[src/fb_pkg.sv]
/* framebuffer write widths and the edge walker FSM states. */
package fb_pkg;

    localparam int ADDRWIDTH = 10;  // y * 32 + x.
    localparam int DEPTHWIDTH = 8;
    localparam int COLORWIDTH = 4;

    typedef enum logic [1:0] {
        IDLE,
        LOAD,
        SCAN,
        DONE
    } walk_state_e;

endpackage

[src/raster_pkg.sv]
/* geometry and screen sizes, triangle id width, setup record layout and the
   setup FSM states. */
package raster_pkg;

    localparam int DATAWIDTH = 8;              // signed vertex coordinate.
    localparam int DELTAWIDTH = DATAWIDTH + 1; // difference of two coordinates.
    localparam int SCREEN_WIDTH = 32;
    localparam int SCREEN_HEIGHT = 32;
    localparam int BBWIDTH = $clog2(SCREEN_WIDTH);
    localparam int EDGE_WIDTH = 20;
    localparam int IDWIDTH = 4;
    localparam int FIFO_DEPTH = 4;

    // ########################################
    // record fields from the msb down are box x0 y0 x1 y1, three edge start
    // values, three x steps, three y steps, depth, id, last and empty.
    localparam int RECORD_WIDTH = 4 * BBWIDTH + 3 * EDGE_WIDTH + 6 * DELTAWIDTH
                                + DATAWIDTH + IDWIDTH + 2;

    typedef enum logic [1:0] {
        IDLE,
        PRODUCT,
        AREA,
        PUSH
    } setup_state_e;

endpackage

[src/edge_walker.sv]
/* edge walker: scans each bounding box in raster order, one pixel per clock,
   and emits framebuffer writes for covered pixels. */
`timescale 1ns/1ps

module edge_walker (
    input  logic                                clk,
    input  logic                                i_arst_n,
    input  logic                                i_valid,
    input  logic [raster_pkg::RECORD_WIDTH-1:0] i_record,
    output logic                                o_pop,
    output logic [fb_pkg::ADDRWIDTH-1:0]        o_fb_addr,
    output logic                                o_fb_write_en,
    output logic [fb_pkg::DEPTHWIDTH-1:0]       o_fb_depth,
    output logic [fb_pkg::COLORWIDTH-1:0]       o_fb_color,
    output logic                                o_finished
);
    import fb_pkg::*;

    // fields of the record at the FIFO head.
    logic [raster_pkg::BBWIDTH-1:0] w_x0, w_y0, w_x1, w_y1;
    logic signed [raster_pkg::EDGE_WIDTH-1:0] w_edge[3];
    logic signed [raster_pkg::DELTAWIDTH-1:0] w_sx[3];
    logic signed [raster_pkg::DELTAWIDTH-1:0] w_sy[3];
    logic [raster_pkg::DATAWIDTH-1:0] w_depth;
    logic [raster_pkg::IDWIDTH-1:0] w_id;
    logic w_last, w_empty;

    walk_state_e r_state;
    logic [raster_pkg::BBWIDTH-1:0] r_x, r_y, r_x0, r_x1, r_y1;
    logic signed [raster_pkg::EDGE_WIDTH-1:0] r_edge[3]; // value at the current pixel.
    logic signed [raster_pkg::EDGE_WIDTH-1:0] r_row[3];  // value at the row start.
    logic signed [raster_pkg::DELTAWIDTH-1:0] r_sx[3];
    logic signed [raster_pkg::DELTAWIDTH-1:0] r_sy[3];
    logic [ADDRWIDTH-1:0] r_addr, r_row_addr;
    logic [DEPTHWIDTH-1:0] r_depth;
    logic [raster_pkg::IDWIDTH-1:0] r_id;
    logic r_last;

    logic w_covered, w_row_end, w_box_end;

    assign {w_x0, w_y0, w_x1, w_y1,
            w_edge[0], w_edge[1], w_edge[2],
            w_sx[0], w_sx[1], w_sx[2],
            w_sy[0], w_sy[1], w_sy[2],
            w_depth, w_id, w_last, w_empty} = i_record;

    assign w_covered = (r_edge[0] >= 0) && (r_edge[1] >= 0) && (r_edge[2] >= 0);
    assign w_row_end = (r_x == r_x1);
    assign w_box_end = w_row_end && (r_y == r_y1);

    // ########################################
    always_ff @(posedge clk or negedge i_arst_n) begin
        if (!i_arst_n) begin
            r_state <= IDLE;
            o_fb_write_en <= 1'b0;
        end else begin
            case (r_state)
                IDLE:
                    if (i_valid)
                        r_state <= LOAD;
                LOAD:
                    if (!w_empty)
                        r_state <= SCAN;
                    else if (w_last)
                        r_state <= DONE;
                    else
                        r_state <= IDLE;
                SCAN:
                    if (w_box_end) begin
                        if (r_last)
                            r_state <= DONE;
                        else
                            r_state <= IDLE;
                    end
                default: r_state <= IDLE; // DONE lasts one cycle.
            endcase
            o_fb_write_en <= (r_state == SCAN) && w_covered;
        end
    end

    always_ff @(posedge clk) begin
        o_fb_addr <= r_addr;
        o_fb_depth <= r_depth;
        o_fb_color <= r_id[COLORWIDTH-1:0];
        case (r_state)
            LOAD: begin
                r_x <= w_x0;
                r_y <= w_y0;
                r_x0 <= w_x0;
                r_x1 <= w_x1;
                r_y1 <= w_y1;
                r_addr <= {w_y0, w_x0}; // 32 columns, so y * 32 + x.
                r_row_addr <= {w_y0, w_x0};
                for (int i = 0; i < 3; i++) begin
                    r_edge[i] <= w_edge[i];
                    r_row[i] <= w_edge[i];
                    r_sx[i] <= w_sx[i];
                    r_sy[i] <= w_sy[i];
                end
                r_depth <= w_depth;
                r_id <= w_id;
                r_last <= w_last;
            end
            SCAN:
                if (w_row_end) begin
                    r_x <= r_x0;
                    r_y <= r_y + 1'b1;
                    r_addr <= r_row_addr + ADDRWIDTH'(raster_pkg::SCREEN_WIDTH);
                    r_row_addr <= r_row_addr + ADDRWIDTH'(raster_pkg::SCREEN_WIDTH);
                    for (int i = 0; i < 3; i++) begin
                        r_edge[i] <= r_row[i] + r_sy[i];
                        r_row[i] <= r_row[i] + r_sy[i];
                    end
                end else begin
                    r_x <= r_x + 1'b1;
                    r_addr <= r_addr + 1'b1;
                    for (int i = 0; i < 3; i++)
                        r_edge[i] <= r_edge[i] + r_sx[i];
                end
            default: ;
        endcase
    end

    assign o_pop = (r_state == LOAD);
    assign o_finished = (r_state == DONE);

    a_write_in_scan: assert property (@(posedge clk) disable iff (!i_arst_n)
        o_fb_write_en |-> ($past(r_state) == SCAN));

endmodule

[src/rasterizer.sv]
/* rasterizer top: triangle setup, record FIFO and edge walker. */
`timescale 1ns/1ps

module rasterizer (
    input  logic                                    clk,
    input  logic                                    i_arst_n,
    input  logic signed [raster_pkg::DATAWIDTH-1:0] i_v0_x, i_v0_y, i_v0_z,
    input  logic signed [raster_pkg::DATAWIDTH-1:0] i_v1_x, i_v1_y, i_v1_z,
    input  logic signed [raster_pkg::DATAWIDTH-1:0] i_v2_x, i_v2_y, i_v2_z,
    input  logic                                    i_triangle_dv,
    input  logic                                    i_triangle_last,
    output logic                                    o_ready,
    output logic [fb_pkg::ADDRWIDTH-1:0]            o_fb_addr,
    output logic                                    o_fb_write_en,
    output logic [fb_pkg::DEPTHWIDTH-1:0]           o_fb_depth,
    output logic [fb_pkg::COLORWIDTH-1:0]           o_fb_color,
    output logic                                    o_finished
);
    import raster_pkg::*;

    logic w_push, w_full;
    logic [RECORD_WIDTH-1:0] w_push_record;
    logic w_rec_valid, w_pop;
    logic [RECORD_WIDTH-1:0] w_pop_record;

    // ########################################
    triangle_setup u_setup (
        .clk             (clk),
        .i_arst_n        (i_arst_n),
        .i_v0_x          (i_v0_x),
        .i_v0_y          (i_v0_y),
        .i_v0_z          (i_v0_z),
        .i_v1_x          (i_v1_x),
        .i_v1_y          (i_v1_y),
        .i_v1_z          (i_v1_z),
        .i_v2_x          (i_v2_x),
        .i_v2_y          (i_v2_y),
        .i_v2_z          (i_v2_z),
        .i_triangle_dv   (i_triangle_dv),
        .i_triangle_last (i_triangle_last),
        .i_full          (w_full),
        .o_ready         (o_ready),
        .o_push          (w_push),
        .o_record        (w_push_record)
    );

    setup_fifo u_fifo (
        .clk      (clk),
        .i_arst_n (i_arst_n),
        .i_push   (w_push),
        .i_record (w_push_record),
        .i_pop    (w_pop),
        .o_full   (w_full),
        .o_valid  (w_rec_valid),
        .o_record (w_pop_record)
    );

    edge_walker u_walker (
        .clk           (clk),
        .i_arst_n      (i_arst_n),
        .i_valid       (w_rec_valid),
        .i_record      (w_pop_record),
        .o_pop         (w_pop),
        .o_fb_addr     (o_fb_addr),
        .o_fb_write_en (o_fb_write_en),
        .o_fb_depth    (o_fb_depth),
        .o_fb_color    (o_fb_color),
        .o_finished    (o_finished)
    );

endmodule

[src/setup_fifo.sv]
/* four-entry FIFO of setup records between triangle setup and edge walker. */
`timescale 1ns/1ps

module setup_fifo (
    input  logic                                clk,
    input  logic                                i_arst_n,
    input  logic                                i_push,
    input  logic [raster_pkg::RECORD_WIDTH-1:0] i_record,
    input  logic                                i_pop,
    output logic                                o_full,
    output logic                                o_valid,
    output logic [raster_pkg::RECORD_WIDTH-1:0] o_record
);
    import raster_pkg::*;

    logic [RECORD_WIDTH-1:0] r_mem[FIFO_DEPTH];
    logic [$clog2(FIFO_DEPTH)-1:0] r_wr_ptr;
    logic [$clog2(FIFO_DEPTH)-1:0] r_rd_ptr;
    logic [$clog2(FIFO_DEPTH + 1)-1:0] r_count;

    always_ff @(posedge clk) begin
        if (i_push)
            r_mem[r_wr_ptr] <= i_record;
    end

    // pointers wrap on their own, depth is a power of two.
    always_ff @(posedge clk or negedge i_arst_n) begin
        if (!i_arst_n) begin
            r_wr_ptr <= '0;
            r_rd_ptr <= '0;
            r_count <= '0;
        end else begin
            if (i_push)
                r_wr_ptr <= r_wr_ptr + 1'b1;
            if (i_pop)
                r_rd_ptr <= r_rd_ptr + 1'b1;
            r_count <= r_count + i_push - i_pop;
        end
    end

    assign o_full = (r_count == FIFO_DEPTH);
    assign o_valid = (r_count != 0);
    assign o_record = r_mem[r_rd_ptr];

    // ########################################
    a_no_pop_empty: assert property (@(posedge clk) disable iff (!i_arst_n)
        i_pop |-> o_valid);

    a_no_push_full: assert property (@(posedge clk) disable iff (!i_arst_n)
        i_push |-> !o_full);

endmodule

[src/triangle_setup.sv]
/* triangle setup: clipped bounding box, edge start values and steps, flat depth,
   and culling of back-facing, degenerate and off-screen triangles. */
`timescale 1ns/1ps

module triangle_setup (
    input  logic                                    clk,
    input  logic                                    i_arst_n,
    input  logic signed [raster_pkg::DATAWIDTH-1:0] i_v0_x, i_v0_y, i_v0_z,
    input  logic signed [raster_pkg::DATAWIDTH-1:0] i_v1_x, i_v1_y, i_v1_z,
    input  logic signed [raster_pkg::DATAWIDTH-1:0] i_v2_x, i_v2_y, i_v2_z,
    input  logic                                    i_triangle_dv,
    input  logic                                    i_triangle_last,
    input  logic                                    i_full,
    output logic                                    o_ready,
    output logic                                    o_push,
    output logic [raster_pkg::RECORD_WIDTH-1:0]     o_record
);
    import raster_pkg::*;

    setup_state_e r_state;
    logic [IDWIDTH-1:0] r_id;

    logic signed [DATAWIDTH-1:0] r_vx[3];
    logic signed [DATAWIDTH-1:0] r_vy[3];
    logic signed [DATAWIDTH-1:0] r_vz[3];
    logic r_last;

    logic signed [DATAWIDTH-1:0] c_min_x, c_max_x, c_min_y, c_max_y, c_min_z;
    logic signed [DATAWIDTH-1:0] c_x0, c_x1, c_y0, c_y1;
    logic c_empty;
    logic signed [DELTAWIDTH-1:0] c_dy[3];  // step in x.
    logic signed [DELTAWIDTH-1:0] c_dxs[3]; // step in y.
    logic signed [DELTAWIDTH-1:0] c_ox[3];
    logic signed [DELTAWIDTH-1:0] c_oy[3];
    logic signed [DELTAWIDTH-1:0] c_ax, c_ay;

    logic [BBWIDTH-1:0] r_bx0, r_by0, r_bx1, r_by1;
    logic r_empty;
    logic signed [DELTAWIDTH-1:0] r_dy[3];
    logic signed [DELTAWIDTH-1:0] r_dxs[3];
    logic signed [EDGE_WIDTH-1:0] r_pa[3];
    logic signed [EDGE_WIDTH-1:0] r_pb[3];
    logic signed [EDGE_WIDTH-1:0] r_ap[2];
    logic signed [EDGE_WIDTH-1:0] r_edge[3];
    logic [fb_pkg::DEPTHWIDTH-1:0] r_depth;
    logic r_cull;

    function automatic logic signed [DATAWIDTH-1:0] min3(
        input logic signed [DATAWIDTH-1:0] a, b, c);
        logic signed [DATAWIDTH-1:0] m;
        m = (a < b) ? a : b;
        return (m < c) ? m : c;
    endfunction

    function automatic logic signed [DATAWIDTH-1:0] max3(
        input logic signed [DATAWIDTH-1:0] a, b, c);
        logic signed [DATAWIDTH-1:0] m;
        m = (a > b) ? a : b;
        return (m > c) ? m : c;
    endfunction

    // ########################################
    // box, clipping and edge differences.
    always_comb begin
        c_min_x = min3(r_vx[0], r_vx[1], r_vx[2]);
        c_max_x = max3(r_vx[0], r_vx[1], r_vx[2]);
        c_min_y = min3(r_vy[0], r_vy[1], r_vy[2]);
        c_max_y = max3(r_vy[0], r_vy[1], r_vy[2]);
        c_min_z = min3(r_vz[0], r_vz[1], r_vz[2]);
        c_x0 = (c_min_x < 0) ? '0 : c_min_x;
        c_y0 = (c_min_y < 0) ? '0 : c_min_y;
        c_x1 = (c_max_x > SCREEN_WIDTH - 1) ? DATAWIDTH'(SCREEN_WIDTH - 1) : c_max_x;
        c_y1 = (c_max_y > SCREEN_HEIGHT - 1) ? DATAWIDTH'(SCREEN_HEIGHT - 1) : c_max_y;
        c_empty = (c_x0 > c_x1) || (c_y0 > c_y1);
        for (int i = 0; i < 3; i++) begin
            c_dy[i] = r_vy[(i + 1) % 3] - r_vy[i];
            c_dxs[i] = r_vx[i] - r_vx[(i + 1) % 3];
            c_ox[i] = c_x0 - r_vx[i];
            c_oy[i] = c_y0 - r_vy[i];
        end
        c_ax = r_vx[2] - r_vx[0]; // edge 0 evaluated at v2.
        c_ay = r_vy[2] - r_vy[0];
    end

    // ########################################
    always_ff @(posedge clk or negedge i_arst_n) begin
        if (!i_arst_n) begin
            r_state <= IDLE;
            r_id <= '0;
        end else begin
            case (r_state)
                IDLE:
                    if (i_triangle_dv)
                        r_state <= PRODUCT;
                PRODUCT: r_state <= AREA;
                AREA: r_state <= PUSH;
                PUSH:
                    if (!i_full) begin
                        r_state <= IDLE;
                        r_id <= r_id + 1'b1; // culled triangles use up an id too.
                    end
                default: r_state <= IDLE;
            endcase
        end
    end

    always_ff @(posedge clk) begin
        case (r_state)
            IDLE:
                if (i_triangle_dv) begin
                    r_vx <= '{i_v0_x, i_v1_x, i_v2_x};
                    r_vy <= '{i_v0_y, i_v1_y, i_v2_y};
                    r_vz <= '{i_v0_z, i_v1_z, i_v2_z};
                    r_last <= i_triangle_last;
                end
            PRODUCT: begin
                for (int i = 0; i < 3; i++) begin
                    r_pa[i] <= c_ox[i] * c_dy[i];
                    r_pb[i] <= c_oy[i] * c_dxs[i];
                    r_dy[i] <= c_dy[i];
                    r_dxs[i] <= c_dxs[i];
                end
                r_ap[0] <= c_ax * c_dy[0];
                r_ap[1] <= c_ay * c_dxs[0];
                r_bx0 <= c_x0[BBWIDTH-1:0];
                r_by0 <= c_y0[BBWIDTH-1:0];
                r_bx1 <= c_x1[BBWIDTH-1:0];
                r_by1 <= c_y1[BBWIDTH-1:0];
                r_empty <= c_empty;
                r_depth <= c_min_z;
            end
            AREA: begin
                for (int i = 0; i < 3; i++)
                    r_edge[i] <= r_pa[i] + r_pb[i];
                r_cull <= r_empty || (r_ap[0] + r_ap[1] <= 0); // zero or negative area.
            end
            default: ;
        endcase
    end

    assign o_ready = (r_state == IDLE);
    // a culled last triangle still goes out, flagged empty.
    assign o_push = (r_state == PUSH) && !i_full && (!r_cull || r_last);
    assign o_record = {r_bx0, r_by0, r_bx1, r_by1,
                       r_edge[0], r_edge[1], r_edge[2],
                       r_dy[0], r_dy[1], r_dy[2],
                       r_dxs[0], r_dxs[1], r_dxs[2],
                       r_depth, r_id, r_last, r_cull};

    a_push_not_full: assert property (@(posedge clk) disable iff (!i_arst_n)
        o_push |-> !i_full);

endmodule

[config.mk]
export PLATFORM = sky130hd
export DESIGN_NAME = rasterizer
export DESIGN_NICKNAME = d
export VERILOG_FILES = /design/src/fb_pkg.sv /design/src/raster_pkg.sv /design/src/edge_walker.sv /design/src/rasterizer.sv /design/src/setup_fifo.sv /design/src/triangle_setup.sv
export SDC_FILE = /design/constraint.sdc
export NUM_CORES = 2
export LEC_CHECK = 0
export ABC_AREA = 1
export BUFFER_PORTS_ARGS = -buffer_cell sky130_fd_sc_hd__buf_2
export CAP_MARGIN = 20
export CORE_ASPECT_RATIO = 0.75
export CORE_MARGIN = 2
export CORE_UTILIZATION = 50
export CTS_CLUSTER_DIAMETER = 150
export DETAILED_ROUTE_END_ITERATION = 10
export HOLD_SLACK_MARGIN = 0.05
export PLACE_DENSITY = 0.66
export SETUP_SLACK_MARGIN = 0.5
export SYNTH_ARGS = -nofsm -noshare
export SYNTH_HDL_FRONTEND = slang
export SYNTH_SLANG_ARGS = --single-unit
[constraint.sdc]
create_clock -name clk -period 12.35 [get_ports clk]
set_clock_uncertainty 0.05 [all_clocks]
set_input_delay 1.235 -clock clk [delete_from_list [all_inputs] [get_ports clk]]
set_output_delay 1.235 -clock clk [all_outputs]
set_load 0.005 [all_outputs]
==> impl_metrics.csv <==
group,metric,value,unit
logic_synthesis,ys_seq_elements,1223,
clocking,clockBufferDepth,3,
placed_design,port_buffers,100,
worst_setup_path,worstRegToRegCells,45,
detailed_routing,remaining_drc_errors,0,
logic_synthesis,ys_seq_area_share,45.64,%
worst_setup_path,critical-path-max-stage-delay,0.67,ns
layout,area_growth,9.281,%
global_routing,grt_use_total,25.13,%
logic_synthesis,postSynthCellCount,7412,
clocking,cts_root_buffer,"clkbuf_16",
detailed_routing,first_pass_iters,6,
logic_synthesis,yosysTopAreaCellShare,44.59,%
detailed_routing,first_iter_violations,5127,
clocking,clk_pin_slew,0.06,ns
logic_synthesis,syn-num-nets,8734,
hold_path,hold_class,"reg2reg",
logic_synthesis,yosysMostFrequentCell,"edfxtp_1",
timing,worst_slack,1.391,ns
clocking,clk_latency,0.77,ns
detailed_routing,routedWlPerCell,20.79,microns
placed_design,dpl.hpwl,150.4,mm
hold_path,min_to,"u_walker.o_fb_depth[7]$_DFF_P_",
clocking,cts.htree.levels,3,
layout,register_area,36430,sq um
floorplanning,core,158000,sq um
worst_setup_path,timing.reg2reg.setup_slack,1.39,ns
floorplanning,die_w,465.3,microns
timing,layout_worst_path_cycle_share,88.74,%
placed_design,post-place-ws,1.384,ns
floorplanning,initial_core_util,50.52,%
logic_synthesis,synth_common_cells,"edfxtp_1, nand2_1, inv_1, nor2_1, ha_1",
floorplanning,dieArea,162900,sq um
placed_design,gp_congestion,0.9521,
clocking,tritoncts,"yes",
layout,nets,8850,
run_status,status,"completed",
timing,max_freq,91.25,MHz
global_routing,grt_pass1_vias,52490,
logic_synthesis,ys.flop_type,"edfxtp_1",
clocking,clock_sink_count,1223,
timing,relSlewSlack,28.21,%
clocking,cts_setup_buffers,0,
global_routing,antenna_found_initial,12,
detailed_routing,vias,53210,
floorplanning,io-pin-count,101,
logic_synthesis,yosys_warnings,0,
clocking,cts_inserted_buffers,119,
timing,fin_crit,10.96,ns
worst_setup_path,cpMaxStageDelayCell,"a211oi_1",
layout,drive_gt1_share,6.709,%
worst_setup_path,cp_num_buf_inv,8,
worst_setup_path,crit_type,"reg2reg",
global_routing,grt_overflow_total,0,
timing,finalSetupTns,0,ns
worst_setup_path,crit_path_end_kind,"flop",
timing,worstMarginPinSlew,1.073,ns
worst_setup_path,crit_fanout,13,
logic_synthesis,ys_types,66,
detailed_routing,routed_wl,202.6,mm
timing,setup_violations,0,
worst_setup_path,r2r-end,"u_setup.r_pb[0][39]$_DFFE_PN_",
worst_setup_path,startpoint_type,"flop",
layout,fillers,13460,
global_routing,grt_pass1_wl,311.2,mm
logic_synthesis,synth_enable_flop_cells,1185,
timing,finalMaxSlewViolations,0,
floorplanning,rows,126,
worst_setup_path,crit_arrival,11.39,ns
global_routing,grt_max_degree,130,
hold_path,min_path_cells,0,
detailed_routing,detail-route-antenna-nets,0,
hold_path,min_from,"u_walker.r_depth[7]$_DFFE_PP_",
layout,multi_input_area,38890,sq um
timing,rsz0062_at_grt,"no",
logic_synthesis,ys_top_cells_by_area,"edfxtp_1, fa_1, ha_1",
logic_synthesis,synth_top_area_cell,"edfxtp_1",
logic_synthesis,syn-cell-area,79810,sq um
logic_synthesis,async_reset_ff_share,1.308,%
logic_synthesis,syn_area_per_cell,10.77,sq um
worst_setup_path,cpMostUsedCell,"a21oi_1",
job,maxCapViolCount,0,
timing,hold_viol,0,
worst_setup_path,crit_required,12.78,ns
detailed_routing,vias_per_cell,5.461,
floorplanning,chipHeight,350.0,microns
worst_setup_path,crit_family,"adder cells",
worst_setup_path,reg2reg_from,"u_setup.r_vy[23]$_DFFE_PP_",
==> worst register-to-register path: cells and delay by family (launching register included) <==
kind | cells | cell delay, ns
buf+inv | 8 | 1.03
flops | 1 | 0.40
xor+xnor | 2 | 0.65
simple gates | 13 | 1.65
fa+ha+maj | 9 | 3.93
compound gates | 13 | 2.98
==> layout by cell type (no fill, tap or decap), types with 26 or more instances in the layout <==
cell	count
a211oi_1	27
a21oi_1	343
buf_2	101
buf_4	70
clkbuf_16	120
clkinv_1	28
edfxtp_1	1185
fa_1	576
ha_1	666
inv_1	1026
nand2_1	1056
nand2_2	27
nand3_1	177
nand4_1	32
nor2_1	741
o21ai_0	532
o21bai_1	35
o22ai_1	127
or2_2	26
xnor2_1	135
xor2_1	235
==> stage by stage <==
step,util [%],hold WS [ns],cells,cell area (sq um)
floorplan,-,0.2733,7412,79810
global placement,52.55,0.2752,9518,83010
detailed placement,52.55,0.2769,9518,83010
CTS,55.19,0.2670,9742,87180
global route,55.21,0.2941,9744,87210
finish,55.21,0.2709,9745,87210
==> sequential cells by signal (all words and copies together), names as in the netlist, 27 cells and up <==
signal	flops
u_fifo.r_mem	592
u_setup.r_pb	54
u_setup.r_dy	27
u_setup.r_edge	60
u_setup.r_dxs	27
u_walker.r_row	60
u_walker.r_sy	27
u_walker.r_edge	60
u_setup.r_ap	36
u_setup.r_pa	54
u_walker.r_sx	27
==> worst max path at each step <==
stage,slack [ns],from,cells after the start,to
6_report,1.39,u_setup.r_vy[23]$_DFFE_PP_,45,u_setup.r_pb[0][39]$_DFFE_PN_
5_1_grt,0.54,u_setup.r_vy[23]$_DFFE_PP_,48,u_setup.r_pb[0][58]$_DFFE_PN_
4_1_cts,1.30,u_setup.r_vx[9]$_DFFE_PP_,46,u_setup.r_pa[0][19]$_DFFE_PN_
3_5_place_dp,1.38,u_setup.r_vy[23]$_DFFE_PP_,47,u_setup.r_pb[0][19]$_DFFE_PN_
3_3_place_gp,1.46,u_setup.r_vy[23]$_DFFE_PP_,48,u_setup.r_pb[0][58]$_DFFE_PN_
2_1_floorplan,2.79,u_setup.r_vy[9]$_DFFE_PP_,48,u_setup.r_pb[0][58]$_DFFE_PN_
==> cell type report <==
| type | count | area share (%) |
|---|---|---|
| multi-input cells | 4948 | 44.60 |
| flip-flops and latches | 1223 | 41.77 |
| inverters | 1063 | 4.588 |
| clock buffers | 145 | 3.608 |
| well taps | 2112 | 3.030 |
| repair buffers | 173 | 1.228 |
| clock inverters | 79 | 1.172 |
| diodes | 2 | 0.005738 |
==> cells by family after synthesis <==
| group | share of synthesized area (%) |
|---|---|
| simple gates | 10.82 |
| fa+ha+maj | 24.97 |
| buf+inv | 5.841 |
| flops | 45.64 |
| compound gates | 8.295 |
| xor+xnor | 4.423 |
| mux | 0.01411 |
==> repair_timing <==
item,in CTS,in global routing
hold endpoints to repair,0,0
hold buffers,0,0
setup endpoints to repair,0,7
gates resized for setup,0,5
==> metal layers <==
layer  share of wire [%]  vias to the layer above  GRT usage, %
li1                    -                    25060             -
met1                  47                    26120         38.20
met2                  41                     1793         35.67
met3                  10                      239         6.681
met4                 2.4                        6         6.003
met5               0.018                        -             0
Power is left out: the tool's default activity adds up to more than one toggle a clock period on the data nets, which glitch-free logic cannot reach.
